===== src/hash_pkg.sv =====
// shared widths, hash RAM map, padding constants and types, imported by every RTL unit
`default_nettype none

package hash_pkg;

    typedef logic [31:0] word_t;
    typedef logic [15:0] ext_addr_t;
    typedef logic [5:0]  ram_addr_t;
    typedef logic [15:0] blk_cnt_t;

    // hash RAM map, state at the bottom and message block above it
    localparam int        RAM_WORDS    = 64;
    localparam ram_addr_t RAM_ST_BASE  = 6'd0;
    localparam ram_addr_t RAM_MSG_BASE = 6'd32;

    localparam word_t IPAD_WORD        = 32'h36363636;
    localparam word_t OPAD_WORD        = 32'h5c5c5c5c;
    localparam word_t PAD_FIRST_WORD   = 32'h80000000;
    // 16 words give 0x300, 32 words give 0x600
    localparam word_t PAD_LEN_PER_WORD = 32'd48;

    typedef enum logic [2:0] {
        HF_SHA256,
        HF_SHA512,
        HF_HMAC256_PASS1,
        HF_HMAC256_PASS2,
        HF_HMAC512_PASS1,
        HF_HMAC512_PASS2
    } hash_func_e;

    typedef enum logic {
        HT_SHA256,
        HT_SHA512
    } hash_type_e;

    typedef enum logic [3:0] {
        MFSM_IDLE,
        MFSM_LD_ST,
        MFSM_LD_KEY,
        MFSM_LD_MSG,
        MFSM_LD_PASS1,
        MFSM_LD_SECRET,
        MFSM_HF,
        MFSM_WB_HOUT,
        MFSM_DONE
    } mfsm_e;

    typedef enum logic [2:0] {
        LM_COPY,
        LM_KEY_IPAD,
        LM_KEY_OPAD,
        LM_PASS1_PAD,
        LM_CHECK
    } load_mode_e;

    typedef struct packed {
        hash_func_e func;
        blk_cnt_t   blk_cnt;
        logic       first_hash;
        logic       secret_chk;
        ext_addr_t  msg_ptr;
        ext_addr_t  hout_ptr;
        ext_addr_t  key_ptr;
        ext_addr_t  scrt_ptr;
    } run_cfg_t;

    typedef struct packed {
        ext_addr_t  ext_addr;
        ram_addr_t  ram_addr;
        logic [5:0] len;
    } xfer_cfg_t;

    typedef struct packed {
        logic      rd;
        logic      wr;
        ram_addr_t addr;
        word_t     wdata;
    } ram_req_t;

endpackage

`default_nettype wire


===== src/combohash.sv =====
// hash sequencer top, wires the sequencer, both channels and the hash RAM together
`default_nettype none

module combohash (
    input  logic                 clk,
    input  logic                 rst_n,
    input  logic                 start,
    input  hash_pkg::run_cfg_t   cfg,
    input  logic                 hash_done,
    input  hash_pkg::ram_req_t   eng_req,
    input  hash_pkg::word_t      ext_rdata,
    output logic                 busy,
    output logic                 done,
    output logic                 hmac_pass,
    output logic                 hmac_fail,
    output logic                 hash_start,
    output logic                 hash_first,
    output hash_pkg::hash_type_e hash_type,
    output hash_pkg::word_t      eng_rdata,
    output logic                 ext_rd,
    output hash_pkg::ext_addr_t  ext_raddr,
    output logic                 ext_wr,
    output hash_pkg::ext_addr_t  ext_waddr,
    output hash_pkg::word_t      ext_wdata
);
    import hash_pkg::*;

    logic       load_start;
    logic       load_done;
    logic       store_start;
    logic       store_done;
    logic       chk_pass;
    logic       chk_fail;
    xfer_cfg_t  load_cfg;
    xfer_cfg_t  store_cfg;
    load_mode_e load_mode;
    ram_req_t   load_req;
    ram_req_t   store_req;

    hash_seq u_seq (
        .clk         (clk),
        .rst_n       (rst_n),
        .start       (start),
        .cfg         (cfg),
        .load_done   (load_done),
        .store_done  (store_done),
        .hash_done   (hash_done),
        .chk_pass    (chk_pass),
        .chk_fail    (chk_fail),
        .busy        (busy),
        .done        (done),
        .hmac_pass   (hmac_pass),
        .hmac_fail   (hmac_fail),
        .hash_start  (hash_start),
        .hash_first  (hash_first),
        .hash_type   (hash_type),
        .load_start  (load_start),
        .load_cfg    (load_cfg),
        .load_mode   (load_mode),
        .store_start (store_start),
        .store_cfg   (store_cfg)
    );

    hash_load_chnl u_load (
        .clk        (clk),
        .rst_n      (rst_n),
        .load_start (load_start),
        .load_cfg   (load_cfg),
        .load_mode  (load_mode),
        .ext_rdata  (ext_rdata),
        .ram_rdata  (eng_rdata),
        .ext_rd     (ext_rd),
        .ext_raddr  (ext_raddr),
        .load_req   (load_req),
        .load_done  (load_done),
        .chk_pass   (chk_pass),
        .chk_fail   (chk_fail)
    );

    hash_store_chnl u_store (
        .clk         (clk),
        .rst_n       (rst_n),
        .store_start (store_start),
        .store_cfg   (store_cfg),
        .ram_rdata   (eng_rdata),
        .store_req   (store_req),
        .ext_wr      (ext_wr),
        .ext_waddr   (ext_waddr),
        .ext_wdata   (ext_wdata),
        .store_done  (store_done)
    );

    // read data is shared by the engine and both channels
    hash_ram u_ram (
        .clk       (clk),
        .rst_n     (rst_n),
        .eng_req   (eng_req),
        .load_req  (load_req),
        .store_req (store_req),
        .ram_rdata (eng_rdata)
    );

endmodule

`default_nettype wire


===== src/hash_load_chnl.sv =====
// input channel, copies, key-pads, pads or checks external words against the hash RAM
`default_nettype none

module hash_load_chnl (
    input  logic                 clk,
    input  logic                 rst_n,
    input  logic                 load_start,
    input  hash_pkg::xfer_cfg_t  load_cfg,
    input  hash_pkg::load_mode_e load_mode,
    input  hash_pkg::word_t      ext_rdata,
    input  hash_pkg::word_t      ram_rdata,
    output logic                 ext_rd,
    output hash_pkg::ext_addr_t  ext_raddr,
    output hash_pkg::ram_req_t   load_req,
    output logic                 load_done,
    output logic                 chk_pass,
    output logic                 chk_fail
);
    import hash_pkg::*;

    xfer_cfg_t  cfg_q;
    load_mode_e mode_q;
    logic       busy;
    ram_addr_t  idx;
    logic       wr_vld;
    logic       wr_last;
    ram_addr_t  wr_idx;
    logic       match;
    logic       pair_eq;
    logic       is_check;
    logic [5:0] st_len;
    word_t      pad_word;

    assign is_check = (mode_q == LM_CHECK);
    assign st_len   = cfg_q.len >> 1;
    assign pair_eq  = (ext_rdata == ram_rdata);

    // pad slots are counted but never read from outside
    assign ext_rd    = busy && !((mode_q == LM_PASS1_PAD) && (idx >= st_len));
    assign ext_raddr = cfg_q.ext_addr + ext_addr_t'(idx);

    always_ff @(posedge clk) begin
        if (load_start) begin
            cfg_q  <= load_cfg;
            mode_q <= load_mode;
        end
    end

    always_ff @(posedge clk) begin
        if (!rst_n) begin
            busy <= 1'b0;
            idx  <= '0;
        end else if (load_start) begin
            busy <= 1'b1;
            idx  <= '0;
        end else if (busy) begin
            if (idx == cfg_q.len - 6'd1) begin
                busy <= 1'b0;
            end
            idx <= idx + 6'd1;
        end
    end

    // write stage, one cycle behind the read slot
    always_ff @(posedge clk) begin
        wr_idx  <= idx;
        wr_last <= (idx == cfg_q.len - 6'd1);
    end

    always_ff @(posedge clk) begin
        if (!rst_n) begin
            wr_vld    <= 1'b0;
            load_done <= 1'b0;
            chk_pass  <= 1'b0;
            chk_fail  <= 1'b0;
            match     <= 1'b1;
        end else begin
            wr_vld    <= busy;
            load_done <= wr_vld && wr_last;
            chk_pass  <= wr_vld && wr_last && is_check && match && pair_eq;
            chk_fail  <= wr_vld && wr_last && is_check && !(match && pair_eq);
            if (load_start) begin
                match <= 1'b1;
            end else if (wr_vld && !pair_eq) begin
                match <= 1'b0;
            end
        end
    end

    // inner hash, then 0x80000000, zeros and the bit length
    always_comb begin
        if (wr_idx < st_len) begin
            pad_word = ext_rdata;
        end else if (wr_idx == st_len) begin
            pad_word = PAD_FIRST_WORD;
        end else if (wr_last) begin
            pad_word = word_t'(cfg_q.len) * PAD_LEN_PER_WORD;
        end else begin
            pad_word = '0;
        end
    end

    always_comb begin
        load_req.rd   = busy && is_check;
        load_req.wr   = wr_vld && !is_check;
        load_req.addr = cfg_q.ram_addr + (is_check ? idx : wr_idx);
        case (mode_q)
            LM_KEY_IPAD:  load_req.wdata = ext_rdata ^ IPAD_WORD;
            LM_KEY_OPAD:  load_req.wdata = ext_rdata ^ OPAD_WORD;
            LM_PASS1_PAD: load_req.wdata = pad_word;
            default:      load_req.wdata = ext_rdata;
        endcase
    end

endmodule

`default_nettype wire


===== src/hash_ram.sv =====
// single-port hash RAM shared by the engine and both channels, engine has priority
`default_nettype none

module hash_ram (
    input  logic               clk,
    input  logic               rst_n,
    input  hash_pkg::ram_req_t eng_req,
    input  hash_pkg::ram_req_t load_req,
    input  hash_pkg::ram_req_t store_req,
    output hash_pkg::word_t    ram_rdata
);
    import hash_pkg::*;

    word_t    mem [RAM_WORDS];
    ram_req_t req;

    // engine, then load, then store
    always_comb begin
        if (eng_req.rd || eng_req.wr) begin
            req = eng_req;
        end else if (load_req.rd || load_req.wr) begin
            req = load_req;
        end else begin
            req = store_req;
        end
    end

    always_ff @(posedge clk) begin
        if (req.wr) begin
            mem[req.addr] <= req.wdata;
        end
    end

    always_ff @(posedge clk) begin
        if (!rst_n) begin
            ram_rdata <= '0;
        end else if (req.rd) begin
            ram_rdata <= mem[req.addr];
        end
    end

endmodule

`default_nettype wire


===== src/hash_seq.sv =====
// main sequencer, latches the run config and steps loads, engine runs and write-back
`default_nettype none

module hash_seq (
    input  logic                 clk,
    input  logic                 rst_n,
    input  logic                 start,
    input  hash_pkg::run_cfg_t   cfg,
    input  logic                 load_done,
    input  logic                 store_done,
    input  logic                 hash_done,
    input  logic                 chk_pass,
    input  logic                 chk_fail,
    output logic                 busy,
    output logic                 done,
    output logic                 hmac_pass,
    output logic                 hmac_fail,
    output logic                 hash_start,
    output logic                 hash_first,
    output hash_pkg::hash_type_e hash_type,
    output logic                 load_start,
    output hash_pkg::xfer_cfg_t  load_cfg,
    output hash_pkg::load_mode_e load_mode,
    output logic                 store_start,
    output hash_pkg::xfer_cfg_t  store_cfg
);
    import hash_pkg::*;

    run_cfg_t   cfg_q;
    mfsm_e      state;
    mfsm_e      state_nxt;
    logic       adv;
    logic       tog;
    blk_cnt_t   blk_cnt;
    blk_cnt_t   blk_nxt;
    blk_cnt_t   last_blk;
    ext_addr_t  msg_off;
    logic       is_pass1;
    logic       is_pass2;
    logic       is_load;
    logic [5:0] st_len;
    logic [5:0] msg_len;

    assign is_pass1 = (cfg_q.func == HF_HMAC256_PASS1) || (cfg_q.func == HF_HMAC512_PASS1);
    assign is_pass2 = (cfg_q.func == HF_HMAC256_PASS2) || (cfg_q.func == HF_HMAC512_PASS2);

    always_comb begin
        case (cfg_q.func)
            HF_SHA512, HF_HMAC512_PASS1, HF_HMAC512_PASS2: hash_type = HT_SHA512;
            default:                                       hash_type = HT_SHA256;
        endcase
    end

    assign st_len  = (hash_type == HT_SHA512) ? 6'd16 : 6'd8;
    assign msg_len = st_len << 1;

    // pass 1 on a first hash spends one extra block on the key
    assign last_blk   = cfg_q.blk_cnt + blk_cnt_t'(is_pass1 && cfg_q.first_hash);
    assign hash_first = (blk_cnt == '0) && (cfg_q.first_hash || is_pass2);

    always_ff @(posedge clk) begin
        if (!rst_n) begin
            cfg_q <= '0;
        end else if (start && (state == MFSM_IDLE)) begin
            cfg_q <= cfg;
        end
    end

    always_comb begin
        state_nxt = state;
        blk_nxt   = blk_cnt;
        adv       = 1'b0;
        case (state)
            MFSM_IDLE: begin
                adv     = start;
                blk_nxt = '0;
                if ((cfg.func == HF_HMAC256_PASS2) || (cfg.func == HF_HMAC512_PASS2)) begin
                    state_nxt = MFSM_LD_KEY;
                end else if (!cfg.first_hash) begin
                    state_nxt = MFSM_LD_ST;
                end else if ((cfg.func == HF_HMAC256_PASS1) ||
                             (cfg.func == HF_HMAC512_PASS1)) begin
                    state_nxt = MFSM_LD_KEY;
                end else begin
                    state_nxt = MFSM_LD_MSG;
                end
            end
            MFSM_LD_ST: begin
                adv       = load_done;
                state_nxt = MFSM_LD_MSG;
            end
            MFSM_LD_KEY, MFSM_LD_MSG, MFSM_LD_PASS1: begin
                adv       = load_done;
                state_nxt = MFSM_HF;
            end
            MFSM_HF: begin
                adv = hash_done;
                if (is_pass2) begin
                    if (blk_cnt == '0) begin
                        state_nxt = MFSM_LD_PASS1;
                        blk_nxt   = blk_cnt_t'(1);
                    end else begin
                        state_nxt = cfg_q.secret_chk ? MFSM_LD_SECRET : MFSM_WB_HOUT;
                        blk_nxt   = '0;
                    end
                end else if (blk_cnt == last_blk) begin
                    state_nxt = MFSM_WB_HOUT;
                    blk_nxt   = '0;
                end else begin
                    state_nxt = MFSM_LD_MSG;
                    blk_nxt   = blk_cnt + blk_cnt_t'(1);
                end
            end
            MFSM_LD_SECRET: begin
                adv       = load_done;
                state_nxt = MFSM_DONE;
            end
            MFSM_WB_HOUT: begin
                adv       = store_done;
                state_nxt = MFSM_DONE;
            end
            MFSM_DONE: begin
                adv       = 1'b1;
                state_nxt = MFSM_IDLE;
            end
            default: begin
                adv       = 1'b1;
                state_nxt = MFSM_IDLE;
            end
        endcase
    end

    always_ff @(posedge clk) begin
        if (!rst_n) begin
            state   <= MFSM_IDLE;
            blk_cnt <= '0;
            tog     <= 1'b0;
        end else begin
            tog <= adv;
            if (adv) begin
                state   <= state_nxt;
                blk_cnt <= blk_nxt;
            end
        end
    end

    // message pointer moves one block per message load
    always_ff @(posedge clk) begin
        if (!rst_n) begin
            msg_off <= '0;
        end else if (state == MFSM_IDLE) begin
            msg_off <= '0;
        end else if ((state == MFSM_LD_MSG) && load_done) begin
            msg_off <= msg_off + ext_addr_t'(msg_len);
        end
    end

    assign is_load = (state == MFSM_LD_ST) || (state == MFSM_LD_KEY) ||
                     (state == MFSM_LD_MSG) || (state == MFSM_LD_PASS1) ||
                     (state == MFSM_LD_SECRET);

    // unit starts fire one cycle after the state is entered
    always_ff @(posedge clk) begin
        if (!rst_n) begin
            load_start  <= 1'b0;
            store_start <= 1'b0;
            hash_start  <= 1'b0;
            hmac_pass   <= 1'b0;
            hmac_fail   <= 1'b0;
        end else begin
            load_start  <= tog && is_load;
            store_start <= tog && (state == MFSM_WB_HOUT);
            hash_start  <= tog && (state == MFSM_HF);
            hmac_pass   <= chk_pass;
            hmac_fail   <= chk_fail;
        end
    end

    assign busy = (state != MFSM_IDLE);
    assign done = (state == MFSM_DONE);

    always_comb begin
        load_cfg.ext_addr = cfg_q.msg_ptr + msg_off;
        load_cfg.ram_addr = RAM_MSG_BASE;
        load_cfg.len      = msg_len;
        load_mode         = LM_COPY;
        case (state)
            MFSM_LD_ST: begin
                load_cfg.ext_addr = cfg_q.hout_ptr;
                load_cfg.ram_addr = RAM_ST_BASE;
                load_cfg.len      = st_len;
            end
            MFSM_LD_KEY: begin
                load_cfg.ext_addr = cfg_q.key_ptr;
                load_mode         = is_pass2 ? LM_KEY_OPAD : LM_KEY_IPAD;
            end
            MFSM_LD_PASS1: begin
                load_cfg.ext_addr = cfg_q.hout_ptr;
                load_mode         = LM_PASS1_PAD;
            end
            MFSM_LD_SECRET: begin
                load_cfg.ext_addr = cfg_q.scrt_ptr;
                load_cfg.ram_addr = RAM_ST_BASE;
                load_cfg.len      = st_len;
                load_mode         = LM_CHECK;
            end
            default: begin
                load_mode = LM_COPY;
            end
        endcase
    end

    assign store_cfg = '{ext_addr: cfg_q.hout_ptr, ram_addr: RAM_ST_BASE, len: st_len};

endmodule

`default_nettype wire


===== src/hash_store_chnl.sv =====
// output channel, streams state words from the hash RAM out to external memory
`default_nettype none

module hash_store_chnl (
    input  logic                clk,
    input  logic                rst_n,
    input  logic                store_start,
    input  hash_pkg::xfer_cfg_t store_cfg,
    input  hash_pkg::word_t     ram_rdata,
    output hash_pkg::ram_req_t  store_req,
    output logic                ext_wr,
    output hash_pkg::ext_addr_t ext_waddr,
    output hash_pkg::word_t     ext_wdata,
    output logic                store_done
);
    import hash_pkg::*;

    xfer_cfg_t cfg_q;
    logic      busy;
    ram_addr_t idx;
    ram_addr_t wr_idx;
    logic      wr_last;

    always_ff @(posedge clk) begin
        if (store_start) begin
            cfg_q <= store_cfg;
        end
    end

    always_ff @(posedge clk) begin
        if (!rst_n) begin
            busy <= 1'b0;
            idx  <= '0;
        end else if (store_start) begin
            busy <= 1'b1;
            idx  <= '0;
        end else if (busy) begin
            if (idx == cfg_q.len - 6'd1) begin
                busy <= 1'b0;
            end
            idx <= idx + 6'd1;
        end
    end

    always_ff @(posedge clk) begin
        wr_idx  <= idx;
        wr_last <= (idx == cfg_q.len - 6'd1);
    end

    always_ff @(posedge clk) begin
        if (!rst_n) begin
            ext_wr     <= 1'b0;
            store_done <= 1'b0;
        end else begin
            ext_wr     <= busy;
            store_done <= ext_wr && wr_last;
        end
    end

    // read word n while word n-1 goes out
    assign store_req.rd    = busy;
    assign store_req.wr    = 1'b0;
    assign store_req.addr  = cfg_q.ram_addr + idx;
    assign store_req.wdata = '0;

    assign ext_waddr = cfg_q.ext_addr + ext_addr_t'(wr_idx);
    assign ext_wdata = ram_rdata;

endmodule

`default_nettype wire


===== config.mk =====
export PLATFORM = sky130hd
export DESIGN_NAME = combohash
export DESIGN_NICKNAME = d
export VERILOG_FILES = /design/src/hash_pkg.sv /design/src/combohash.sv /design/src/hash_load_chnl.sv /design/src/hash_ram.sv /design/src/hash_seq.sv /design/src/hash_store_chnl.sv
export SDC_FILE = /design/constraint.sdc
export NUM_CORES = 2
export LEC_CHECK = 0
export BUFFER_PORTS_ARGS = -buffer_cell sky130_fd_sc_hd__buf_4
export CAP_MARGIN = 20
export CELL_PAD_IN_SITES_DETAIL_PLACEMENT = 1
export CELL_PAD_IN_SITES_GLOBAL_PLACEMENT = 1
export CORE_ASPECT_RATIO = 0.8
export CORE_UTILIZATION = 45
export DETAILED_ROUTE_END_ITERATION = 8
export PLACE_DENSITY = 0.72
export REMOVE_ABC_BUFFERS = 1
export SYNTH_ARGS = -nofsm -noshare
export SYNTH_HDL_FRONTEND = slang
export SYNTH_HIERARCHICAL = 1
export SYNTH_SLANG_ARGS = --single-unit

===== constraint.sdc =====
create_clock -name clk -period 5.26 [get_ports clk]
set_input_delay 0.526 -clock clk [delete_from_list [all_inputs] [get_ports clk]]
set_output_delay 0.526 -clock clk [all_outputs]
set_load 0.01 [all_outputs]

# ---- After elaboration in Yosys (flattened, before gate mapping)
# Memory sizes are Yosys's and may differ from the RTL's. A register that Yosys moved wholly into a read port is not among the register bits.
# Cells that the tools add are included.
dict set report totals {
  input_bits 161
  elab_cells 166
  memories 1
  ramBits 2048
  ff_bits 215
  out_inout_bits 105
}
dict set report classes {
  n_addsub 11
  bitwise 3
  order_cmp 2
  n_mul 1
  reduce_logical 49
  muxes 34
  eq_ne 26
}
# memory depth word_bits rd rd_clocked_by_memory_dff wr line_no
set mem_list {}
lappend mem_list {u_ram.mem 64 32 1 1 1 hash_ram.sv:14} ;# word_t mem [RAM_WORDS];
# op count
set op_table {}
lappend op_table {{32-bit one-hot mux with 3 select lines} 1}
lappend op_table {{40-bit two-way mux} 2}
lappend op_table {{32-bit two-way mux} 2}
lappend op_table {{16-bit by 6-bit adder with 16-bit output} 3}
lappend op_table {{16-bit one-hot mux with 3 select lines} 1}
lappend op_table {{32-bit == test} 1}
lappend op_table {{16-bit two-way mux} 2}
lappend op_table {{16-bit NOT} 2}
lappend op_table {{16-bit one-hot mux with 2 select lines} 1}
lappend op_table {{12-bit two-way mux} 2}
lappend op_table {{4-bit one-hot mux with 5 select lines} 1}
lappend op_table {{1-bit logical AND} 19}
lappend op_table {{3-bit by 2-bit == test with 1-bit output (second input constant)} 6}
lappend op_table {{16-bit by 1-bit adder with 16-bit output} 1}
lappend op_table {{16-bit by 1-bit adder with 16-bit output (second input constant)} 1}
lappend op_table {{16-bit adder} 1}
lappend op_table {{16-bit == test} 1}
lappend op_table {{4-bit by 3-bit == test with 1-bit output (second input constant)} 4}
lappend op_table {{16-bit logical NOT} 1}
lappend op_table {{4-bit two-way mux} 4}
lappend op_table {{3-bit == test (second input constant)} 5}
lappend op_table {{6-bit by 1-bit adder with 6-bit output (second input constant)} 2}
lappend op_table {{6-bit == test} 2}
lappend op_table {{2-bit OR reduction} 6}
lappend op_table {{26 further kinds} 55}

# ---- Depth between registers and ports, before layout
dict set report logic_depth {
  depth_word 9
  mapped_depth 21
  mapped_depth_nobuf 17
}

# ---- Modules after synthesis
# Netlist, hierarchy kept.
# module seq_area_each_um2 cells_each area_each_um2 n_inst
set by_module_without_submodules {}
lappend by_module_without_submodules {hash_ram 62139.6 4516 78575.4 1}
lappend by_module_without_submodules {hash_seq 2462.4 851 6787.8 1}
lappend by_module_without_submodules {hash_load_chnl 1311.3 382 3706.1 1}
lappend by_module_without_submodules {hash_store_chnl 1161.1 234 2585.0 1}

# ---- Worst setup path after synthesis
# No wires, ideal clock.
dict set report synth_timing {
  kind {flip-flop to flip-flop}
  startpoint {register u_load.mode_q[1]}
  endpoint {memory u_ram/mem[0][10] (netlist name), data pin}
  arrival_time_ps 4523
  path_slack_ps 35
  path_buffers 5
  setup_ps 702
  synth_period_minus_slack_ps 5225
  path_stages_with_launch 12
  t_required_ps 4558
  path_cell_list {edfxtp_1 > buf_4 > inv_1 > and3_1 > buf_2 > and2_1 > clkbuf_1 > nor2_1 > buf_2 > buf_1 > mux2i_1 > o21ai_0}
}
# item line_no
set synth_lines {}
lappend synth_lines {{start: declaration} hash_load_chnl.sv:22} ;# load_mode_e mode_q;
lappend synth_lines {{start signal: assignment} hash_load_chnl.sv:45} ;# mode_q <= load_mode;
lappend synth_lines {{end: declaration} hash_ram.sv:14}

==> flow_summary.json <==
{
  "outcome": "complete, but fails checks",
  "violations": "negative setup slack",
  "worst_path_dominant_cell_family": "compound AO/OA/AOI/OAI gates",
  "synth_warnings": 6,
  "cts_tree": "yes",
  "crit_chain": "inv_1, and3_2, buf_4, nand2_1, o21ai_0, ha_1, fa_1, xor2_2, nor2_1, mux2_2, a21oi_4, buf_12, buf_12, o22ai_1, o21ai_0, and4_1, a31oi_1",
  "die_h_um": 406,
  "htreeDepth": 4,
  "crit_required_ps": 5960,
  "crit_fanout": 31,
  "fin_crit_ps": 5270,
  "cts_buffers": 215,
  "initial_utilization_pct": 45.5,
  "setup_violations": 1,
  "slew_headroom_pct": 20.8,
  "fin_util_pct": 53.6,
  "die_width_um": 507,
  "first_pass_iters": 9,
  "p_per_area_nw_per_um2": 377,
  "cts_root_buffer": "clkbuf_16",
  "drc": 0,
  "nets": 6799,
  "ios": 266,
  "core_sq_um": 202000,
  "grt_pass1_wl_um": 469000,
  "antenna_found_initial": 25,
  "path_clk_slew_ps": 70,
  "placedInstanceArea_sq_um": 100000,
  "synth_area_leaders": "edfxtp_1, mux2i_1, dfxtp_1, nand2_1, a222oi_1",
  "nFillCells": 19100,
  "hold_ws_ps": 219,
  "vias_per_cell": 6.54,
  "drt_first_iter_violations": 9192,
  "tightest_slew_ps": 1190,
  "worst_slack_ps": -12.7,
  "synth_seq_area_share_pct": 73.2,
  "vias": 61800,
  "synth-edff-count": 2107,
  "ys.flop_type": "edfxtp_1",
  "fin_skew_ps": 80.8,
  "synthCells": 5983,
  "cp.arrival_ps": 5970,
  "gp_congestion": 0.949,
  "wl_per_cell_um": 35.7,
  "clk_path_buf_depth": 3,
  "p_leak_uw": 0.0368,
  "grt-ovfl-total": 0,
  "yosysTopAreaCell": "edfxtp_1",
  "ir_drop_mv": 0.390,
  "wl_um": 337000,
  "max_freq_mhz": 190,
  "hp-class": "primary input to flop",
  "synth_top_area_share_pct": 69.0,
  "crit_path_end_kind": "flop",
  "cts_sinks": 2297,
  "fin_crit_sh_pct": 100,
  "yosys_register_bits": 2297,
  "slowest_delay_ps": 910,
  "port_buffers": 265,
  "critPathBufInv": 4,
  "syn_to_final_growth_pct": 17.9,
  "start_kind": "flop",
  "synth_area_sq_um": 91700,
  "grt_use_total_pct": 32.4,
  "synth_cell_types": 95,
  "final_area_sq_um": 108000,
  "hold_violations": 0,
  "clk_latency_ps": 910,
  "report.final.slew_viol_count": 0,
  "grt_max_degree": 87,
  "async_flop_share_pct": 0,
  "antenna_left": 0,
  "dpl.hpwl_um": 212000,
  "dieArea_sq_um": 205000,
  "row_count": 147,
  "drive_gt1_share_pct": 17.9,
  "crit_path_top_delay_cell": "o21ai_0",
  "maxCapViolCount": 0,
  "critical_path_class": "flop to flop",
  "avgSynthCellArea_sq_um": 15.3,
  "first_global_vias": 62200
}
[worst min-delay path: stages]
cell and delay, ps:
buf_4 80, nand2_1 70, o21ai_4 230
[Yosys cell counts, types with 23 or more instances]
cell type,n
a22o_1,57
nand3_1,51
dfxtp_1,190
and3_1,30
a221oi_1,32
nor2_1,181
xnor2_1,91
inv_1,45
a22oi_1,193
buf_2,97
nand2_1,512
a21boi_0,89
buf_1,47
xor2_1,43
a211oi_1,23
o22ai_1,195
buf_4,107
o21ai_0,249
edfxtp_1,2107
mux2i_1,472
a21o_1,31
o211ai_1,63
nand4_1,32
a222oi_1,162
a31oi_1,48
a21oi_1,188
clkbuf_1,195
nor3_1,56
ha_1,65
[cell families (layout without fill, tap and decap cells)]
group / Yosys count / count (layout) / share of synthesized area (%)
mux: 490 / 490 / 5.38
other cells: 2 / 66 / 0.00819
compound gates: 1482 / 1483 / 11.5
flops: 2297 / 2297 / 73.2
fa+ha+maj: 72 / 72 / 1.04
xor+xnor: 134 / 134 / 1.28
simple gates: 1001 / 1001 / 4.92
buf+inv: 505 / 1220 / 2.74
[report_power, final]
part           internal (uW)  switching, uW  leakage (uW)
sequential             20400            283        0.0206
clock                   8570           7100       0.00340
combinational           1310           3050        0.0128
[what timing repair did]
| action | in CTS | in global routing |
|---|---|---|
| pin swaps | 1 | 6 |
| endpoints found under the hold margin | 85 | 0 |
| resized for setup | 5 | 3 |
| gates cloned | 1 | 0 |
| setup endpoints to repair | 6 | 38 |
| hold buffers | 85 | 0 |
| setup buffers | 0 | 5 |
[worst paths after layout]
kind	from	end	slack, ps	cells after the start
worst min register to register	u_store/idx[5]	u_store/wr_idx[5]	430	0
worst max-delay path	u_load/mode_q[0]	u_ram/ram_rdata[8]	-10	17
worst max register to register	u_load/mode_q[0]	u_ram/ram_rdata[8]	-10	17
worst min-delay path	eng_req[13]	u_ram/mem[61][13]	220	3
[flip-flops by register name, summed over array words and instances, names as in the netlist, 3 cells and up]
signal	cells
u_ram/mem	2048
u_load/mode_q	3
u_load/wr_idx	6
u_load/cfg_q	28
u_load/idx	6
u_seq/cfg_q	69
u_store/cfg_q	28
u_seq/msg_off	12
u_ram/ram_rdata	32
u_store/wr_idx	6
u_seq/state	4
u_store/idx	6
u_seq/blk_cnt	16
u_seq/store_cfg	16
[area by class of cell]
class,count,area (sq um),area share (%)
Multi-Input combinational cell,3231,23400,21.7
Sequential cell,2297,67100,62.1
Tap cell,2682,3360,3.11
Antenna cell,15,37.5,0.0347
Clock inverter,120,1120,1.03
Timing Repair Buffer,776,7060,6.53
Inverter,45,169,0.156
Clock buffer,279,5830,5.40
[through the flow]
step	setup TNS, ps	total power (uW)	worst slack, ps	instances
floorplan	-6768580	23300	-9740	5572
global placement	-652	25000	-236	8926
detailed placement	-240	25100	-116	8934
CTS	0	40600	7.15	9419
global route	-0.828	41500	-0.828	9434
finish	-12.7	40700	-12.7	9445
[routing by layer]
metal	vias to the layer above	GRT usage, %	share of wire, %
met3	835	9.41	13
li1	24800	-	-
met2	4286	47.6	43
met4	10	16.1	5.5
met5	-	0	0.023
met1	31900	43.9	38
[cell usage in the layout, fill, tap and decap left out, types with 22 or more instances in the layout]
| cell type | instances |
|---|---|
| a21boi_0 | 89 |
| and3_1 | 28 |
| ha_1 | 65 |
| dfxtp_1 | 190 |
| nor2_4 | 66 |
| a21oi_1 | 185 |
| conb_1 | 51 |
| dlygate4sd3_1 | 85 |
| a211oi_1 | 22 |
| clkbuf_1 | 46 |
| nor2_1 | 107 |
| o21ai_0 | 213 |
| o211ai_1 | 63 |
| a31oi_1 | 45 |
| nand3_1 | 49 |
| a22o_1 | 57 |
| a21o_1 | 29 |
| a222oi_1 | 162 |
| xnor2_1 | 91 |
| inv_1 | 45 |
| xor2_1 | 42 |
| edfxtp_1 | 2107 |
| nand2_1 | 511 |
| o21ai_4 | 33 |
| nand4_1 | 32 |
| buf_4 | 608 |
| clkinv_2 | 42 |
| mux2i_1 | 471 |
| nor3_1 | 54 |
| buf_12 | 77 |
| a22oi_1 | 193 |
| a221oi_1 | 32 |
| clkinv_1 | 35 |
| o22ai_1 | 195 |
| clkbuf_16 | 218 |
(Power assumes the default switching activity.)
